`src/logic/l1d_cfg_pkg.sv`:
```
// word and line sizes must stay powers of two because the offsets are cut straight from a byte address
package l1d_cfg_pkg;

  localparam int WORD_BITS = 64;
  localparam int PADDR_BITS = 22;
  localparam int LINE_WORDS = 4;

  // a byte address splits into line address, word select and byte offset
  localparam int BYTE_OFF_BITS = $clog2(WORD_BITS / 8);
  localparam int WORD_SEL_BITS = $clog2(LINE_WORDS);
  localparam int OFFSET_BITS = BYTE_OFF_BITS + WORD_SEL_BITS;
  localparam int LINE_ADDR_BITS = PADDR_BITS - OFFSET_BITS;

  typedef logic [WORD_BITS-1:0] word_t;
  typedef logic [LINE_WORDS-1:0][WORD_BITS-1:0] line_t;
  typedef logic [PADDR_BITS-1:0] paddr_t;
  typedef logic [LINE_ADDR_BITS-1:0] line_addr_t;
  typedef logic [WORD_SEL_BITS-1:0] word_sel_t;

  function automatic line_addr_t line_of(paddr_t addr);
    return addr[PADDR_BITS-1:OFFSET_BITS];
  endfunction

  function automatic word_sel_t word_of(paddr_t addr);
    return addr[OFFSET_BITS-1:BYTE_OFF_BITS];
  endfunction

endpackage
```
`src/logic/l1d_msg_pkg.sv`:
```
// request tags mean nothing to the cache and only serve the LSU in pairing responses with requests
package l1d_msg_pkg;

  localparam int REQ_TAG_BITS = 6;

  typedef logic [REQ_TAG_BITS-1:0] req_tag_t;

  // one load or store from the LSU, also the payload of an MSHR queue slot
  typedef struct packed {
    l1d_cfg_pkg::paddr_t addr;
    l1d_cfg_pkg::word_t wdata;
    logic we;
    req_tag_t tag;
  } lsu_req_t;

  // a store is acknowledged with we set and rdata holding the old word
  typedef struct packed {
    req_tag_t tag;
    l1d_cfg_pkg::word_t rdata;
    logic we;
  } lsu_resp_t;

endpackage

```
`src/logic/l1d_mshr_if.sv`:
```
// outputs follow the probe and refill addresses combinationally and commands act on the next edge
`timescale 1ns/1ps

interface l1d_mshr_if #(
  parameter int MSHR_COUNT = 4
);

  logic [$clog2(MSHR_COUNT)-1:0] match_idx;
  logic [$clog2(MSHR_COUNT)-1:0] free_idx;
  logic [$clog2(MSHR_COUNT)-1:0] refill_idx;

  l1d_cfg_pkg::line_addr_t probe_addr;
  l1d_cfg_pkg::line_addr_t refill_addr;
  l1d_msg_pkg::lsu_req_t entry;
  l1d_msg_pkg::lsu_req_t head;
  logic alloc, append, pop, retire;
  logic match, match_full, free_any, head_valid;

  modport ctrl (output probe_addr, alloc, append, entry, refill_addr, pop, retire,
                input match, match_idx, match_full, free_any, free_idx, head, head_valid,
                refill_idx);
  modport mshr (input probe_addr, alloc, append, entry, refill_addr, pop, retire,
                output match, match_idx, match_full, free_any, free_idx, head, head_valid,
                refill_idx);

endinterface

```
`src/logic/l1d_array_if.sv`:
```
// the array has no handshake and every registered result appears one cycle after a lookup strobe
`timescale 1ns/1ps

interface l1d_array_if;

  logic lookup;
  l1d_cfg_pkg::line_addr_t line_addr;
  l1d_cfg_pkg::word_sel_t word_off;
  logic write;
  l1d_cfg_pkg::word_t wdata;
  logic fill;
  l1d_cfg_pkg::line_t fill_line;

  logic hit;
  l1d_cfg_pkg::word_t rdata;
  logic victim_dirty;
  l1d_cfg_pkg::line_addr_t victim_addr;
  l1d_cfg_pkg::line_t victim_line;

  modport ctrl (output lookup, line_addr, word_off, write, wdata, fill, fill_line,
                input hit, rdata, victim_dirty, victim_addr, victim_line);
  modport array (input lookup, line_addr, word_off, write, wdata, fill, fill_line,
                 output hit, rdata, victim_dirty, victim_addr, victim_line);

endinterface

```
`src/logic/l1d_controller.sv`:
```
// only one request or fill is in flight inside the FSM and a waiting fill wins over a new request
`timescale 1ns/1ps

module l1d_controller (
  input logic clk_in,
  input logic rst_N_in,
  input logic lsu_req_valid_in,
  input l1d_cfg_pkg::paddr_t lsu_req_addr_in,
  input l1d_cfg_pkg::word_t lsu_req_wdata_in,
  input logic lsu_req_we_in,
  input l1d_msg_pkg::req_tag_t lsu_req_tag_in,
  output logic lsu_req_ready_out,
  output logic lsu_resp_valid_out,
  output l1d_msg_pkg::req_tag_t lsu_resp_tag_out,
  output l1d_cfg_pkg::word_t lsu_resp_rdata_out,
  output logic lsu_resp_we_out,
  input logic lsu_resp_ready_in,
  output logic lc_req_valid_out,
  output l1d_cfg_pkg::line_addr_t lc_req_addr_out,
  output logic lc_req_we_out,
  output l1d_cfg_pkg::line_t lc_req_line_out,
  input logic lc_req_ready_in,
  input logic lc_fill_valid_in,
  input l1d_cfg_pkg::line_addr_t lc_fill_addr_in,
  input l1d_cfg_pkg::line_t lc_fill_line_in,
  output logic lc_fill_ready_out,
  l1d_array_if.ctrl arr,
  l1d_mshr_if.ctrl mshr
);

  typedef enum logic [3:0] {
    ST_IDLE, ST_LOOKUP, ST_RESPOND, ST_REQ_LINE, ST_FILL_WB,
    ST_FILL_WRITE, ST_REPLAY_LOOKUP, ST_REPLAY_RESP, ST_RELEASE
  } state_t;

  state_t state_q, state_d;
  logic up_q;
  logic accept, fill_take;
  l1d_msg_pkg::lsu_req_t req_in, cur_q;
  l1d_msg_pkg::lsu_resp_t resp;
  l1d_cfg_pkg::line_addr_t fill_addr_q;
  l1d_cfg_pkg::line_t fill_line_q;

  assign req_in = '{addr: lsu_req_addr_in, wdata: lsu_req_wdata_in,
                    we: lsu_req_we_in, tag: lsu_req_tag_in};

  // take a request only if its miss could be parked in an MSHR
  assign lc_fill_ready_out = up_q && (state_q == ST_IDLE);
  assign lsu_req_ready_out = lc_fill_ready_out && !lc_fill_valid_in &&
                             (mshr.match ? !mshr.match_full : mshr.free_any);
  assign accept = lsu_req_valid_in && lsu_req_ready_out;
  assign fill_take = lc_fill_valid_in && lc_fill_ready_out;

  assign mshr.probe_addr = (state_q == ST_IDLE) ? l1d_cfg_pkg::line_of(lsu_req_addr_in)
                                                : l1d_cfg_pkg::line_of(cur_q.addr);
  assign mshr.entry = cur_q;
  assign mshr.alloc = (state_q == ST_LOOKUP) && !arr.hit && !mshr.match;
  assign mshr.append = (state_q == ST_LOOKUP) && !arr.hit && mshr.match;
  assign mshr.refill_addr = fill_addr_q;
  assign mshr.pop = (state_q == ST_REPLAY_LOOKUP);
  assign mshr.retire = (state_q == ST_RELEASE);

  // a fill is looked up first only to learn what it evicts
  assign arr.lookup = accept || fill_take || (state_q == ST_REPLAY_LOOKUP);
  assign arr.write = ((state_q == ST_LOOKUP) && arr.hit && cur_q.we) ||
                     ((state_q == ST_REPLAY_LOOKUP) && mshr.head.we);
  assign arr.wdata = (state_q == ST_REPLAY_LOOKUP) ? mshr.head.wdata : cur_q.wdata;
  assign arr.fill = (state_q == ST_FILL_WRITE);
  assign arr.fill_line = fill_line_q;

  always_comb begin
    arr.line_addr = l1d_cfg_pkg::line_of(cur_q.addr);
    arr.word_off = l1d_cfg_pkg::word_of(cur_q.addr);
    case (state_q)
      ST_IDLE: begin
        arr.line_addr = lc_fill_valid_in ? lc_fill_addr_in
                                         : l1d_cfg_pkg::line_of(lsu_req_addr_in);
        arr.word_off = l1d_cfg_pkg::word_of(lsu_req_addr_in);
      end
      ST_FILL_WRITE: arr.line_addr = fill_addr_q;
      ST_REPLAY_LOOKUP: begin
        arr.line_addr = l1d_cfg_pkg::line_of(mshr.head.addr);
        arr.word_off = l1d_cfg_pkg::word_of(mshr.head.addr);
      end
      default: ;
    endcase
  end

  assign resp = '{tag: cur_q.tag, rdata: arr.rdata, we: cur_q.we};
  assign lsu_resp_valid_out = (state_q == ST_RESPOND) || (state_q == ST_REPLAY_RESP);
  assign lsu_resp_tag_out = resp.tag;
  assign lsu_resp_rdata_out = resp.rdata;
  assign lsu_resp_we_out = resp.we;

  // the lower channel carries either a line read or a dirty victim
  assign lc_req_valid_out = (state_q == ST_REQ_LINE) || ((state_q == ST_FILL_WB) && arr.victim_dirty);
  assign lc_req_we_out = (state_q == ST_FILL_WB);
  assign lc_req_addr_out = lc_req_we_out ? arr.victim_addr : l1d_cfg_pkg::line_of(cur_q.addr);
  assign lc_req_line_out = arr.victim_line;

  always_comb begin
    state_d = state_q;
    case (state_q)
      ST_IDLE: begin
        if (fill_take) begin
          state_d = ST_FILL_WB;
        end else if (accept) begin
          state_d = ST_LOOKUP;
        end
      end
      ST_LOOKUP: state_d = arr.hit ? ST_RESPOND : (mshr.match ? ST_IDLE : ST_REQ_LINE);
      ST_RESPOND: if (lsu_resp_ready_in) state_d = ST_IDLE;
      ST_REQ_LINE: if (lc_req_ready_in) state_d = ST_IDLE;
      ST_FILL_WB: if (!arr.victim_dirty || lc_req_ready_in) state_d = ST_FILL_WRITE;
      ST_FILL_WRITE: state_d = ST_REPLAY_LOOKUP;
      ST_REPLAY_LOOKUP: state_d = ST_REPLAY_RESP;
      ST_REPLAY_RESP: begin
        if (lsu_resp_ready_in) begin
          state_d = mshr.head_valid ? ST_REPLAY_LOOKUP : ST_RELEASE;
        end
      end
      default: state_d = ST_IDLE;
    endcase
  end

  always_ff @(posedge clk_in) begin
    if (!rst_N_in) begin
      state_q <= ST_IDLE;
      up_q <= 1'b0;
    end else begin
      state_q <= state_d;
      up_q <= 1'b1;
    end
  end

  always_ff @(posedge clk_in) begin
    if (accept) begin
      cur_q <= req_in;
    end else if (state_q == ST_REPLAY_LOOKUP) begin
      cur_q <= mshr.head;
    end
    if (fill_take) begin
      fill_addr_q <= lc_fill_addr_in;
      fill_line_q <= lc_fill_line_in;
    end
  end

endmodule

```
`src/flat_wrapper.sv`:
```
// flat-port wrapper written by rule: the top's interface ports become plain ports
module l1d_controller_flat 
  (clk_in, rst_N_in, lsu_req_valid_in, lsu_req_addr_in, lsu_req_wdata_in, lsu_req_we_in, lsu_req_tag_in, lsu_req_ready_out, lsu_resp_valid_out, lsu_resp_tag_out, lsu_resp_rdata_out, lsu_resp_we_out, lsu_resp_ready_in, lc_req_valid_out, lc_req_addr_out, lc_req_we_out, lc_req_line_out, lc_req_ready_in, lc_fill_valid_in, lc_fill_addr_in, lc_fill_line_in, lc_fill_ready_out, arr_lookup, arr_line_addr, arr_word_off, arr_write, arr_wdata, arr_fill, arr_fill_line, arr_hit, arr_rdata, arr_victim_dirty, arr_victim_addr, arr_victim_line, mshr_probe_addr, mshr_alloc, mshr_append, mshr_entry, mshr_refill_addr, mshr_pop, mshr_retire, mshr_match, mshr_match_idx, mshr_match_full, mshr_free_any, mshr_free_idx, mshr_head, mshr_head_valid, mshr_refill_idx);
  l1d_array_if arr_i ();
  l1d_mshr_if mshr_i ();
  input logic clk_in;
  input logic rst_N_in;
  input logic lsu_req_valid_in;
  input l1d_cfg_pkg::paddr_t lsu_req_addr_in;
  input l1d_cfg_pkg::word_t lsu_req_wdata_in;
  input logic lsu_req_we_in;
  input l1d_msg_pkg::req_tag_t lsu_req_tag_in;
  output logic lsu_req_ready_out;
  output logic lsu_resp_valid_out;
  output l1d_msg_pkg::req_tag_t lsu_resp_tag_out;
  output l1d_cfg_pkg::word_t lsu_resp_rdata_out;
  output logic lsu_resp_we_out;
  input logic lsu_resp_ready_in;
  output logic lc_req_valid_out;
  output l1d_cfg_pkg::line_addr_t lc_req_addr_out;
  output logic lc_req_we_out;
  output l1d_cfg_pkg::line_t lc_req_line_out;
  input logic lc_req_ready_in;
  input logic lc_fill_valid_in;
  input l1d_cfg_pkg::line_addr_t lc_fill_addr_in;
  input l1d_cfg_pkg::line_t lc_fill_line_in;
  output logic lc_fill_ready_out;
  output wire logic [$bits(arr_i.lookup)-1:0] arr_lookup;
  output wire logic [$bits(arr_i.line_addr)-1:0] arr_line_addr;
  output wire logic [$bits(arr_i.word_off)-1:0] arr_word_off;
  output wire logic [$bits(arr_i.write)-1:0] arr_write;
  output wire logic [$bits(arr_i.wdata)-1:0] arr_wdata;
  output wire logic [$bits(arr_i.fill)-1:0] arr_fill;
  output wire logic [$bits(arr_i.fill_line)-1:0] arr_fill_line;
  input wire logic [$bits(arr_i.hit)-1:0] arr_hit;
  input wire logic [$bits(arr_i.rdata)-1:0] arr_rdata;
  input wire logic [$bits(arr_i.victim_dirty)-1:0] arr_victim_dirty;
  input wire logic [$bits(arr_i.victim_addr)-1:0] arr_victim_addr;
  input wire logic [$bits(arr_i.victim_line)-1:0] arr_victim_line;
  output wire logic [$bits(mshr_i.probe_addr)-1:0] mshr_probe_addr;
  output wire logic [$bits(mshr_i.alloc)-1:0] mshr_alloc;
  output wire logic [$bits(mshr_i.append)-1:0] mshr_append;
  output wire logic [$bits(mshr_i.entry)-1:0] mshr_entry;
  output wire logic [$bits(mshr_i.refill_addr)-1:0] mshr_refill_addr;
  output wire logic [$bits(mshr_i.pop)-1:0] mshr_pop;
  output wire logic [$bits(mshr_i.retire)-1:0] mshr_retire;
  input wire logic [$bits(mshr_i.match)-1:0] mshr_match;
  input wire logic [$bits(mshr_i.match_idx)-1:0] mshr_match_idx;
  input wire logic [$bits(mshr_i.match_full)-1:0] mshr_match_full;
  input wire logic [$bits(mshr_i.free_any)-1:0] mshr_free_any;
  input wire logic [$bits(mshr_i.free_idx)-1:0] mshr_free_idx;
  input wire logic [$bits(mshr_i.head)-1:0] mshr_head;
  input wire logic [$bits(mshr_i.head_valid)-1:0] mshr_head_valid;
  input wire logic [$bits(mshr_i.refill_idx)-1:0] mshr_refill_idx;
  assign arr_lookup = arr_i.lookup;
  assign arr_line_addr = arr_i.line_addr;
  assign arr_word_off = arr_i.word_off;
  assign arr_write = arr_i.write;
  assign arr_wdata = arr_i.wdata;
  assign arr_fill = arr_i.fill;
  assign arr_fill_line = arr_i.fill_line;
  assign arr_i.hit = arr_hit;
  assign arr_i.rdata = arr_rdata;
  assign arr_i.victim_dirty = arr_victim_dirty;
  assign arr_i.victim_addr = arr_victim_addr;
  assign arr_i.victim_line = arr_victim_line;
  assign mshr_probe_addr = mshr_i.probe_addr;
  assign mshr_alloc = mshr_i.alloc;
  assign mshr_append = mshr_i.append;
  assign mshr_entry = mshr_i.entry;
  assign mshr_refill_addr = mshr_i.refill_addr;
  assign mshr_pop = mshr_i.pop;
  assign mshr_retire = mshr_i.retire;
  assign mshr_i.match = mshr_match;
  assign mshr_i.match_idx = mshr_match_idx;
  assign mshr_i.match_full = mshr_match_full;
  assign mshr_i.free_any = mshr_free_any;
  assign mshr_i.free_idx = mshr_free_idx;
  assign mshr_i.head = mshr_head;
  assign mshr_i.head_valid = mshr_head_valid;
  assign mshr_i.refill_idx = mshr_refill_idx;
  l1d_controller u_core (.clk_in(clk_in), .rst_N_in(rst_N_in), .lsu_req_valid_in(lsu_req_valid_in), .lsu_req_addr_in(lsu_req_addr_in), .lsu_req_wdata_in(lsu_req_wdata_in), .lsu_req_we_in(lsu_req_we_in), .lsu_req_tag_in(lsu_req_tag_in), .lsu_req_ready_out(lsu_req_ready_out), .lsu_resp_valid_out(lsu_resp_valid_out), .lsu_resp_tag_out(lsu_resp_tag_out), .lsu_resp_rdata_out(lsu_resp_rdata_out), .lsu_resp_we_out(lsu_resp_we_out), .lsu_resp_ready_in(lsu_resp_ready_in), .lc_req_valid_out(lc_req_valid_out), .lc_req_addr_out(lc_req_addr_out), .lc_req_we_out(lc_req_we_out), .lc_req_line_out(lc_req_line_out), .lc_req_ready_in(lc_req_ready_in), .lc_fill_valid_in(lc_fill_valid_in), .lc_fill_addr_in(lc_fill_addr_in), .lc_fill_line_in(lc_fill_line_in), .lc_fill_ready_out(lc_fill_ready_out), .arr(arr_i), .mshr(mshr_i));
endmodule
```
`config.mk`:
```
export PLATFORM = sky130hd
export DESIGN_NAME = l1d_controller_flat
export DESIGN_NICKNAME = d
export VERILOG_FILES = /design/src/logic/l1d_cfg_pkg.sv /design/src/logic/l1d_msg_pkg.sv /design/src/logic/l1d_mshr_if.sv /design/src/logic/l1d_array_if.sv /design/src/logic/l1d_controller.sv /design/src/flat_wrapper.sv
export SDC_FILE = /design/constraint.sdc
export NUM_CORES = 1
export LEC_CHECK = 0
export BUFFER_PORTS_ARGS = -buffer_cell sky130_fd_sc_hd__buf_2
export CAP_MARGIN = 0
export CORE_AREA = 2 2 644 646
export CTS_CLUSTER_SIZE = 28
export DETAILED_ROUTE_END_ITERATION = 10
export DIE_AREA = 0 0 646 648
export GPL_ROUTABILITY_DRIVEN = 0
export HOLD_SLACK_MARGIN = 0.1
export SYNTH_ARGS = -nofsm -noshare
export SYNTH_HDL_FRONTEND = slang
export SYNTH_SLANG_ARGS = --single-unit
```
`constraint.sdc`:
```
create_clock -name clk_in -period 25.2 [get_ports clk_in]
set_input_delay 7.56 -clock clk_in [delete_from_list [all_inputs] [get_ports clk_in]]
set_output_delay 7.56 -clock clk_in [all_outputs]
set_load 0.05 [all_outputs]
```
==> qor.yml <==
outcome:
  status: "completed"
setup_path:
  critPathRequiredTime_ps: 17640
  crit_slowest_cell: "o21ai_1"
  crit_type: "in2out"
  arrival_ps: 10170
  end_kind: "output pin"
  cp_slowest_stage_delay_ps: 800
  cpMostUsedCell: "buf_2"
  critPathLaunchType: "primary input"
  critPathMaxFanout: 33
  crit_chain: "buf_2, o21ai_1, or4b_4, or3b_2, buf_2"
place:
  place_hpwl_mm: 254
  port_buffers: 989
  dp_slack_ps: 7410
clock_network:
  root_buffer: "clkbuf_16"
  holdBufCountCts: 0
  cts_buffers: 50
  numClockSinks: 371
  cts_resized: 0
  htreeDepth: 2
  cts_tree: "built"
  postCtsSetupRepairBufs: 0
  cts_buffer_depth: 3
  clk_pin_slew_ps: 60
  clk-insertion-delay-late_ps: 760
synthesis:
  ys_seq_area_share_pct: 65.2
  synthFlopType: "edfxtp_1"
  syn_area_um2: 17000
  synth_edf_count: 366
  synth_fp_nets: 1885
  yosysWarnings: 0
  synthCells: 1071
  ys_async_sr_fraction_pct: 0
  yosysUniqueCellTypes: 37
  synth_seq_cells: 371
  synth_area_per_cell_um2: 15.9
layout:
  num-nets-final: 2575
  layout_common_cells: "buf_2 (989), edfxtp_1 (366), mux2_2 (159)"
  area_delta_synth_final_pct: 65.7
  drive_gt1_share_pct: 72.4
  utilization_pct: 6.85
  final_common_cell: "buf_2"
run:
  timing.max_cap.violations: 0
power_and_ir_drop:
  pwr-share-seq_pct: 30.9
  pwr-share-clk_pct: 30.2
  sw_frac_of_total_pct: 47.1
  p_total_mw: 2.58
  p_int_mw: 1.36
  p_leak_nw: 9.55
  p_comb_share_pct: 38.9
  switchingPower_mw: 1.21
  ir_drop_mv: 0.0564
  power_density_nw_per_um2: 91.4
timing:
  slew-limit-headroom_pct: 32.5
  timing_hold_violations_final: 0
  fin_tns_setup_ps: 0
  finalMaxSlewViolations: 0
  layout_worst_path_cycle_share_pct: 70.4
  rsz0062_at_grt: "false"
  max_freq_ghz: 0.0564
  min_period_ps: 17730
  skew_ps: 94.9
  finalSetupViolCount: 0
  timing.hold.ws_ps: 645
  tightest_slew_ps: 1010
  layout_setup_ws_ps: 7470
drt:
  vias_per_cell: 1.91
  via_count: 14028
  first_pass_iters: 5
  drt_iter0_drc: 1079
  route.final.wire_length_mm: 274
  wl_per_cell_um: 37.3
  antenna_left: 0
  drc: 0
grt:
  grt_usage_pct: 12.6
  grt_first_pass_wirelength_mm: 300
  grt_max_degree: 67
  grt_pass1_vias: 12669
  grt_overflow: 0
  grt_antenna_before_repair: 331
floorplan:
  die_h_um: 648
  initial_core_util_pct: 4.13
  core-area_um2: 412000
  io_pins: 1636
  dieArea_um2: 419000
  dieWidth_um: 646
  core.rowCount: 236
min_path:
  hp-class: "reg2reg"
## cell usage after synthesis (all sizes together), types with 3 or more instances
| cell | instances | share of area (%) |
|---|---|---|
| edfxtp | 366 | 65 |
| buf | 342 | 15 |
| mux2 | 208 | 15 |
| nand2 | 27 | 0.60 |
| clkbuf | 24 | 0.53 |
| nor2 | 21 | 0.46 |
| a22oi | 19 | 0.84 |
| a31oi | 18 | 0.66 |
| dfxtp | 5 | 0.59 |
| nand2b | 4 | 0.15 |
| a21oi | 3 | 0.088 |
| nor3 | 3 | 0.088 |
| nor4bb | 3 | 0.18 |
| o211a | 3 | 0.18 |
## area by class of cell
cell class | count | area [um2]
flip-flops and latches | 371 | 11100
fillers | 48114 | 384000
repair buffers | 1004 | 5060
inverters | 2 | 7.51
clock inverters | 36 | 422
clock buffers | 55 | 1270
well taps | 5474 | 6850
diodes | 73 | 183
multi-input cells | 332 | 3320
## routing by layer
| layer | wire [um] | vias to the layer above | GRT usage (%) |
|---|---|---|---|
| met2 | 143000 | 1567 | 23.6 |
| met5 | 1320 | - | 0.0463 |
| met1 | 54100 | 6328 | 7.24 |
| met3 | 59500 | 833 | 12.8 |
| met4 | 16000 | 200 | 5.40 |
| li1 | - | 5100 | - |
## worst paths after layout
kind / start / end / slack (ps) / cells past startpoint
setup reg to reg: u_core.state_q[3]$_SDFFE_PN0P_ / u_core.arr.fill_line[219]$_DFFE_PP_ / 19850 / 7
setup / recovery: mshr_match / arr_lookup / 7470 / 5
hold reg to reg: u_core.up_q$_DFF_P_ / u_core.state_q[0]$_SDFFE_PN0P_ / 640 / 3
hold / removal: u_core.up_q$_DFF_P_ / u_core.state_q[0]$_SDFFE_PN0P_ / 640 / 3
## state kept, by name, indices dropped and copies added (netlist names)
register,count
u_core.mshr.entry,86
u_core.up_q,1
u_core.mshr.refill_addr,17
u_core.lsu_resp_we_out,1
u_core.state_q,4
u_core.lsu_resp_tag_out,6
u_core.arr.fill_line,256
## kinds of logic (layout without fill, tap and decap cells)
kind of cell / after synthesis / in the layout / synth area share (%)
buffers and inverters: 368 / 1097 / 15.6
AND/OR/NAND/NOR: 75 / 75 / 2.33
multiplexers: 208 / 208 / 14.8
flip-flops: 371 / 371 / 65.2
AO/OA/AOI/OAI: 49 / 49 / 2.03
other: 0 / 73 / 0
## metrics by stage
| stage | cell area [um2] | instances |
|---|---|---|
| after floorplan | 17000 | 1071 |
| after global placement | 26300 | 7183 |
| after detailed placement | 26300 | 7183 |
| after CTS | 28000 | 7274 |
| after global routing | 28100 | 7304 |
| final | 28200 | 7347 |
## power by group through the flow
stage          combinational (mW)  clock, mW  sequential [mW]
3_3_place_gp                 1.05          0            0.806
3_5_place_dp                 1.05          0            0.808
2_1_floorplan               0.489          0             1.03
4_1_cts                      1.05      0.818            0.796
6_report                     1.00      0.780            0.796
5_1_grt                      1.05      0.830            0.803
## worst max-delay path, delay by kind of cell
kind	cells	cell delay, ps
simple gates	2	1260
compound gates	1	800
buf+inv	2	490
No activity file was read; power rests on OpenSTA's default activity.
